===== src/mem_ctrl_params.svh =====
`ifndef MEM_CTRL_PARAMS_SVH
`define MEM_CTRL_PARAMS_SVH

// byte address into the RAM
`define MEM_ADDR_W 32

// data word and instruction width
`define MEM_DATA_W 32

// one RAM location
`define MEM_BYTE_W 8

// bytes per word and the index to pick one of them
`define MEM_LANES 4
`define MEM_LANE_IDX_W 2

`endif


===== src/mem_ctrl_pkg.sv =====
`include "mem_ctrl_params.svh"

package mem_ctrl_pkg;

    // number of bytes in one access
    typedef enum logic [1:0] {
        size_byte = 2'b00,
        size_half = 2'b01,
        size_word = 2'b10
    } access_size_e;

    // byte sequencer FSM
    typedef enum logic [1:0] {
        seq_idle  = 2'b00,
        seq_issue = 2'b01,
        seq_drain = 2'b10,
        seq_ack   = 2'b11
    } seq_state_e;

    // arbiter FSM, one state per granted client
    typedef enum logic [1:0] {
        arb_idle    = 2'b00,
        arb_lsb     = 2'b01,
        arb_icache  = 2'b10,
        arb_release = 2'b11
    } arb_state_e;

endpackage


===== src/mem_access_if.sv =====
`timescale 1ns/10ps
`include "mem_ctrl_params.svh"

interface mem_access_if import mem_ctrl_pkg::*; ();

    // four-phase handshake
    logic req;
    logic ack;

    // request payload, steady while req is high
    logic                   write;
    logic [`MEM_ADDR_W-1:0] addr;
    access_size_e           size;
    logic [`MEM_DATA_W-1:0] wdata;

    // assembled load word, valid while ack is high
    logic [`MEM_DATA_W-1:0] rdata;

    modport master (
        output req,
        output write,
        output addr,
        output size,
        output wdata,
        input  ack,
        input  rdata
    );

    modport slave (
        input  req,
        input  write,
        input  addr,
        input  size,
        input  wdata,
        output ack
    );

endinterface


===== src/mem_arbiter.sv =====
`timescale 1ns/10ps
`include "mem_ctrl_params.svh"

module mem_arbiter import mem_ctrl_pkg::*; (
    input  logic                   clk,
    input  logic                   rst_n,

    // load/store client
    input  logic                   lsb_req,
    input  logic                   lsb_write,
    input  logic [`MEM_ADDR_W-1:0] lsb_addr,
    input  access_size_e           lsb_size,
    input  logic [`MEM_DATA_W-1:0] lsb_wdata,
    output logic                   lsb_ack,
    output logic [`MEM_DATA_W-1:0] lsb_rdata,

    // instruction client
    input  logic                   icache_req,
    input  logic [`MEM_ADDR_W-1:0] icache_addr,
    output logic                   icache_ack,
    output logic [`MEM_DATA_W-1:0] icache_instr,

    // towards the byte sequencer
    mem_access_if.master           acc
);

    arb_state_e state;

    // copy the winning request while idle; it stays frozen once granted
    always_ff @(posedge clk) begin
        if (state == arb_idle) begin
            if (lsb_req) begin
                acc.write <= lsb_write;
                acc.addr  <= lsb_addr;
                acc.size  <= lsb_size;
                acc.wdata <= lsb_wdata;
            end else begin
                // fetches are always whole-word reads
                acc.write <= 1'b0;
                acc.addr  <= icache_addr;
                acc.size  <= size_word;
                acc.wdata <= '0;
            end
        end
    end

    // result registers, loaded as the internal ack arrives
    always_ff @(posedge clk) begin
        if (acc.req && acc.ack) begin
            if (state == arb_lsb) begin
                lsb_rdata <= acc.rdata;
            end
            if (state == arb_icache) begin
                icache_instr <= acc.rdata;
            end
        end
    end

    always_ff @(posedge clk or negedge rst_n) begin
        if (!rst_n) begin
            state      <= arb_idle;
            acc.req    <= 1'b0;
            lsb_ack    <= 1'b0;
            icache_ack <= 1'b0;
        end else begin
            case (state)
                arb_idle: begin
                    // fixed priority, load/store first
                    if (lsb_req) begin
                        acc.req <= 1'b1;
                        state   <= arb_lsb;
                    end else if (icache_req) begin
                        acc.req <= 1'b1;
                        state   <= arb_icache;
                    end
                end
                arb_lsb: begin
                    if (acc.ack) begin
                        acc.req <= 1'b0;
                        lsb_ack <= 1'b1;
                        state   <= arb_release;
                    end
                end
                arb_icache: begin
                    if (acc.ack) begin
                        acc.req    <= 1'b0;
                        icache_ack <= 1'b1;
                        state      <= arb_release;
                    end
                end
                arb_release: begin
                    // wait for the served client to let go and the sequencer to settle
                    if (!(lsb_ack && lsb_req) && !(icache_ack && icache_req) && !acc.ack) begin
                        lsb_ack    <= 1'b0;
                        icache_ack <= 1'b0;
                        state      <= arb_idle;
                    end
                end
                default: begin
                    state <= arb_idle;
                end
            endcase
        end
    end

endmodule


===== src/byte_sequencer.sv =====
`timescale 1ns/10ps
`include "mem_ctrl_params.svh"

module byte_sequencer import mem_ctrl_pkg::*; (
    input  logic                       clk,
    input  logic                       rst_n,

    // one access from the arbiter
    mem_access_if.slave                acc,

    // byte-wide RAM port
    output logic                       mem_enable,
    output logic                       mem_write,
    output logic [`MEM_ADDR_W-1:0]     mem_addr,
    output logic [`MEM_BYTE_W-1:0]     mem_wdata,

    // towards the load assembler
    output logic                       capture,
    output logic [`MEM_LANE_IDX_W-1:0] lane
);

    // one extra bit so the counter can reach a full word
    localparam int CNT_W = `MEM_LANE_IDX_W + 1;

    seq_state_e                 state;
    logic [CNT_W-1:0]           count;
    logic [CNT_W-1:0]           total;
    logic [`MEM_LANE_IDX_W-1:0] issue_lane;
    logic [`MEM_LANE_IDX_W-1:0] next_lane;

    function automatic logic [CNT_W-1:0] byte_count(input access_size_e size);
        case (size)
            size_byte: byte_count = CNT_W'(1);
            size_half: byte_count = CNT_W'(2);
            default:   byte_count = CNT_W'(`MEM_LANES);
        endcase
    endfunction

    assign total     = byte_count(acc.size);
    assign next_lane = count[`MEM_LANE_IDX_W-1:0];

    // address, write byte and lane of the transfer going out next cycle
    always_ff @(posedge clk) begin
        if (state == seq_idle) begin
            mem_addr   <= acc.addr;
            mem_wdata  <= acc.wdata[`MEM_BYTE_W-1:0];
            issue_lane <= '0;
        end else if (state == seq_issue) begin
            mem_addr   <= acc.addr + `MEM_ADDR_W'(count);
            mem_wdata  <= acc.wdata[next_lane*`MEM_BYTE_W +: `MEM_BYTE_W];
            issue_lane <= next_lane;
        end
    end

    always_ff @(posedge clk or negedge rst_n) begin
        if (!rst_n) begin
            state      <= seq_idle;
            count      <= '0;
            mem_enable <= 1'b0;
            mem_write  <= 1'b0;
            acc.ack    <= 1'b0;
            capture    <= 1'b0;
            lane       <= '0;
        end else begin
            // read data shows up one cycle after the read was issued
            capture <= mem_enable && !mem_write;
            lane    <= issue_lane;

            case (state)
                seq_idle: begin
                    if (acc.req) begin
                        mem_enable <= 1'b1;
                        mem_write  <= acc.write;
                        count      <= CNT_W'(1);
                        state      <= seq_issue;
                    end
                end
                seq_issue: begin
                    if (count == total) begin
                        mem_enable <= 1'b0;
                        if (mem_write) begin
                            // stores are done once the last byte went out
                            acc.ack <= 1'b1;
                            state   <= seq_ack;
                        end else begin
                            state <= seq_drain;
                        end
                    end else begin
                        count <= count + CNT_W'(1);
                    end
                end
                seq_drain: begin
                    // last byte is being captured this cycle
                    acc.ack <= 1'b1;
                    state   <= seq_ack;
                end
                seq_ack: begin
                    if (!acc.req) begin
                        acc.ack <= 1'b0;
                        state   <= seq_idle;
                    end
                end
                default: begin
                    state <= seq_idle;
                end
            endcase
        end
    end

endmodule


===== src/load_assembler.sv =====
`timescale 1ns/10ps
`include "mem_ctrl_params.svh"

module load_assembler (
    input  logic                       clk,
    input  logic                       rst_n,

    // from the byte sequencer
    input  logic                       capture,
    input  logic [`MEM_LANE_IDX_W-1:0] lane,

    // RAM read byte
    input  logic [`MEM_BYTE_W-1:0]     mem_rdata,

    // assembled little-endian word
    output logic [`MEM_DATA_W-1:0]     word
);

    localparam int UPPER_W = `MEM_DATA_W - `MEM_BYTE_W;

    // lane 0 always comes first, so it also wipes the rest of the word.
    // shorter loads then end up zero-extended without knowing their size
    always_ff @(posedge clk or negedge rst_n) begin
        if (!rst_n) begin
            word <= '0;
        end else if (capture) begin
            if (lane == '0) begin
                word <= {{UPPER_W{1'b0}}, mem_rdata};
            end else begin
                word[lane*`MEM_BYTE_W +: `MEM_BYTE_W] <= mem_rdata;
            end
        end
    end

endmodule


===== src/mem_ctrl.sv =====
`timescale 1ns/10ps
`include "mem_ctrl_params.svh"

module mem_ctrl import mem_ctrl_pkg::*; (
    input  logic                   clk,
    input  logic                   rst_n,

    // load/store client
    input  logic                   lsb_req,
    output logic                   lsb_ack,
    input  logic                   lsb_write,
    input  logic [`MEM_ADDR_W-1:0] lsb_addr,
    input  access_size_e           lsb_size,
    input  logic [`MEM_DATA_W-1:0] lsb_wdata,
    output logic [`MEM_DATA_W-1:0] lsb_rdata,

    // instruction client
    input  logic                   icache_req,
    output logic                   icache_ack,
    input  logic [`MEM_ADDR_W-1:0] icache_addr,
    output logic [`MEM_DATA_W-1:0] icache_instr,

    // byte-wide RAM
    output logic                   mem_enable,
    output logic                   mem_write,
    output logic [`MEM_ADDR_W-1:0] mem_addr,
    output logic [`MEM_BYTE_W-1:0] mem_wdata,
    input  logic [`MEM_BYTE_W-1:0] mem_rdata
);

    logic                       capture;
    logic [`MEM_LANE_IDX_W-1:0] lane;

    // granted access between arbiter and sequencer
    mem_access_if acc_if ();

    mem_arbiter u_arbiter (
        .clk          (clk),
        .rst_n        (rst_n),
        .lsb_req      (lsb_req),
        .lsb_write    (lsb_write),
        .lsb_addr     (lsb_addr),
        .lsb_size     (lsb_size),
        .lsb_wdata    (lsb_wdata),
        .lsb_ack      (lsb_ack),
        .lsb_rdata    (lsb_rdata),
        .icache_req   (icache_req),
        .icache_addr  (icache_addr),
        .icache_ack   (icache_ack),
        .icache_instr (icache_instr),
        .acc          (acc_if.master)
    );

    byte_sequencer u_sequencer (
        .clk        (clk),
        .rst_n      (rst_n),
        .acc        (acc_if.slave),
        .mem_enable (mem_enable),
        .mem_write  (mem_write),
        .mem_addr   (mem_addr),
        .mem_wdata  (mem_wdata),
        .capture    (capture),
        .lane       (lane)
    );

    // assembled word feeds straight back into the access interface
    load_assembler u_assembler (
        .clk       (clk),
        .rst_n     (rst_n),
        .capture   (capture),
        .lane      (lane),
        .mem_rdata (mem_rdata),
        .word      (acc_if.rdata)
    );

endmodule


===== config.mk =====
export PLATFORM = sky130hd
export DESIGN_NAME = mem_ctrl
export DESIGN_NICKNAME = d
export VERILOG_FILES = /design/src/mem_ctrl_pkg.sv /design/src/mem_access_if.sv /design/src/mem_arbiter.sv /design/src/byte_sequencer.sv /design/src/load_assembler.sv /design/src/mem_ctrl.sv
export VERILOG_INCLUDE_DIRS = /design/src /design/src/src
export SDC_FILE = /design/constraint.sdc
export NUM_CORES = 1
export LEC_CHECK = 0
export BUFFER_PORTS_ARGS = -buffer_cell sky130_fd_sc_hd__buf_2
export CAP_MARGIN = 25
export CORE_MARGIN = 4
export CORE_UTILIZATION = 40
export CTS_CLUSTER_DIAMETER = 150
export DETAILED_ROUTE_END_ITERATION = 8
export PLACE_DENSITY = 0.67
export SYNTH_ARGS = -nofsm -noshare
export SYNTH_HDL_FRONTEND = slang
export SYNTH_SLANG_ARGS = --single-unit

===== constraint.sdc =====
create_clock -name clk -period 4.5 [get_ports clk]
set_clock_uncertainty 0.2 [all_clocks]
set_input_delay 0.675 -clock clk [delete_from_list [all_inputs] [get_ports clk]]
set_output_delay 0.675 -clock clk [all_outputs]
set_load 0.05 [all_outputs]

==> summary.md <==
| Metric | Value |
|---|---|
| Die width | 158 um |
| Synth unique cells | 47 |
| Yosys reg bits | 221 |
| Routed WL | 19.0 mm |
| Final nets | 957 |
| Starting density of the core | 0.410 |
| Cell taking the most area after synthesis | edfxtp_1 |
| Maximum level of the CTS H-tree | 1 |
| RSZ-0062 raised after global routing | no |
| Fmax | 319 MHz |
| Clock Power Share | 0.225 |
| Pin count of the biggest net entering global routing | 73 |
| Max-cap violations | 0 |
| Synthesized instance count | 600 |
| Most frequent cells in the layout | 218 x buf_2, 171 x edfxtp_1, 49 x nand2_1 |
| # rows | 54 |
| Syn Area/Cell | 15.0 um2 |
| Leakage | 4.48 nW |
| Layout area overhead | 23.9% |
| GRT Overall Usage | 0.145 |
| Final-report setup violation count | 0 |
| Sequential share of power | 0.432 |
| Flop-to-flop setup slack | 1.37 ns |
| Clock root cell | clkbuf_16 |
| Post-synthesis sequential area ratio | 0.707 |
| WL per Instance | 16.8 um |
| Hpwl dp | 13.4 mm |
| PD cells | 706 mW/mm2 |
| Iteration-0 DRC Markers | 243 |
| Synth warn | 0 |
| First-pass GRT wire length | 28.8 mm |
| PostCTS Resize Cnt | 0 |
| Vias | 5523 |
| Vias/cell | 4.90 |
| Clock slew at reported path FFs | 0.06 ns |
| CP Capture Type | flop |
| Hold-fix buffers, CTS | 0 |
| CTS tree | done |
| Routed Antenna Nets | 0 |
| Final Slew Violations | 0 |
| Relative slew slack | 0.346 |
| Commonest non-fill, non-tap cell in the layout | buf_2 |
| Setup_tns | 0 ns |
| Detailed Routing Iterations Pass 1 | 5 |
| Final-report hold violation count | 0 |
| Gpl congestion | 0.762 |
| Worst hold path class | input pin to async pin |
| IO Pins | 219 |
| Sw Share | 0.393 |
| Worst VDD drop | 340 uV |
| Post-route DRC violation count | 0 |
| Total gr overflow | 0 |
| Non-Filler Instances | 1127 |
| NetSw | 0.00310 W |
| Area contributors post-synth | edfxtp_1 57%, dfrtp_1 13%, mux2_2 5.5% |
| Minimum clock period | 3.13 ns |
| Number of global-route vias before repair | 5418 |
| I/O Buffers | 218 |
| Synth async-reset ratio | 0.217 |
| Setup Crit Path Kind | flop to flop |
| Crit path launch type | flop |
| Top_reg_cell synth | edfxtp_1 |
| CP Max Fanout | 26 |
| Req. time, crit path | 4.54 ns |
| Clock Latency Late Sink | 0.51 ns |
| Internal power | 0.00479 W |
| Outcome | completed |
| Synthesized Nets | 728 |
| Clk sink count | 221 |
| Worst Path Arrival | 3.17 ns |
| Fraction of layout cells with a size suffix above 1 | 0.366 |
| Hold slack | 0.0774 ns |
| Core footprint | 0.0220 mm2 |
| Number of enable flip-flop cells after synthesis | 171 |
| Top cell type's share of synthesized area | 0.569 |
| Initial antenna violation count | 2 |
| Placed cells | 1083 |
| Die Height | 158 um |
| Fin crit share | 0.696 |
| Cell Area, Synth | 0.00902 mm2 |
| Tightest Pin Transition | 0.982 ns |
| Post-CTS Setup Bufs | 0 |
| CTS Buf Count | 23 |
| DIE AREA | 0.0250 mm2 |
| Max Root-Sink Buffers | 3 |
| Logic pwr share | 0.344 |
-- stage by stage --
step	instance area [um2]	worst slack [ns]	power (W)	utilization
after global routing	11200	1.11	0.00832	0.507
after global placement	10400	1.44	0.00610	0.474
after detailed placement	10500	1.32	0.00618	0.475
after floorplan	9020	1.36	0.00540	-
after CTS	11200	1.32	0.00796	0.506
final	11200	1.37	0.00789	0.507
-- cell type report --
class | count | area, um2
timing repair buffer | 224 | 1160
inverter | 12 | 45.0
antenna | 1 | 2.50
tap | 280 | 350
fill | 1928 | 10800
multi-input combinational | 347 | 2540
clock inverter | 10 | 82.6
sequential | 221 | 6380
clock buffer | 32 | 619
-- sequential cells by signal (all words and copies together), names as in the netlist, 2 cells and up --
signal,flops
u_sequencer.mem_addr,32
u_sequencer.count,3
u_arbiter.acc.addr,32
u_arbiter.icache_instr,32
u_sequencer.state,2
u_arbiter.acc.wdata,32
u_assembler.word,32
u_sequencer.issue_lane,2
u_arbiter.lsb_rdata,32
u_arbiter.state,2
u_sequencer.lane,2
u_arbiter.acc.size,2
u_sequencer.mem_wdata,8
-- critical path: stages (launching register included) --
cell     delay, ns
dfrtp_1       0.92
ha_1          0.35
fa_1          0.22
a21oi_1       0.14
nor4_1        0.54
and2_1        0.27
nand2_1       0.08
xnor2_1       0.13
-- cells in the mapped netlist (2+ instances only) --
| library cell | n |
|---|---|
| xor2_1 | 8 |
| nand2b_1 | 5 |
| mux2i_1 | 3 |
| buf_1 | 2 |
| clkbuf_1 | 18 |
| nor2_1 | 13 |
| dfxtp_1 | 2 |
| o21ai_0 | 29 |
| a21oi_1 | 19 |
| mux2_2 | 44 |
| a31oi_1 | 2 |
| nor4b_1 | 2 |
| nand4_1 | 7 |
| nor4_4 | 2 |
| and2_1 | 36 |
| nand2_1 | 50 |
| o2111ai_1 | 3 |
| nand3_1 | 11 |
| nor2b_1 | 12 |
| a22oi_1 | 8 |
| ha_1 | 16 |
| a22o_1 | 23 |
| xnor2_1 | 22 |
| nor3_1 | 4 |
| dfrtp_1 | 48 |
| edfxtp_1 | 171 |
| and3_1 | 8 |
| nor4_1 | 2 |
| inv_1 | 12 |
-- per-layer routing --
| layer | GRT usage | vias to the layer above | share of wire |
|---|---|---|---|
| met1 | 0.201 | 2605 | 0.44 |
| li1 | - | 2690 | - |
| met4 | 0.0390 | 2 | 0.020 |
| met5 | 0 | - | 0.00069 |
| met3 | 0.0375 | 25 | 0.082 |
| met2 | 0.230 | 201 | 0.46 |
-- path summary, 6_finish.rpt --
| check | from | to | depth (start not counted) |
|---|---|---|---|
| max | u_sequencer.count[0] | u_sequencer.mem_addr[26] | 7 |
| min | rst_n | u_assembler.word[19] | 2 |
| max in group asynchronous | rst_n | u_assembler.word[1] | 2 |
| min reg2reg | u_sequencer.issue_lane[1] | u_sequencer.lane[1] | 0 |
| max reg2reg | u_sequencer.count[0] | u_sequencer.mem_addr[26] | 7 |
| min in group clk | u_sequencer.issue_lane[1] | u_sequencer.lane[1] | 0 |
-- cell families (layout without fill, tap and decap cells) --
logic type      Yosys count  count (layout)  synth area share
compound gates           93              93            0.0677
xor+xnor                 30              30            0.0291
fa+ha+maj                17              17            0.0244
mux                      47              47            0.0582
flops                   221             221             0.707
other cells               0               1                 0
buf+inv                  32             278            0.0133
simple gates            160             160             0.101
-- power by group through the flow --
stage | combinational (W) | clock [W] | sequential [W]
2_1_floorplan | 0.00111 | 0 | 0.00430
3_3_place_gp | 0.00266 | 0 | 0.00345
3_5_place_dp | 0.00272 | 0 | 0.00345
6_report | 0.00271 | 0.00177 | 0.00340
5_1_grt | 0.00294 | 0.00189 | 0.00348
4_1_cts | 0.00272 | 0.00181 | 0.00342
(Power assumes the default switching activity.)
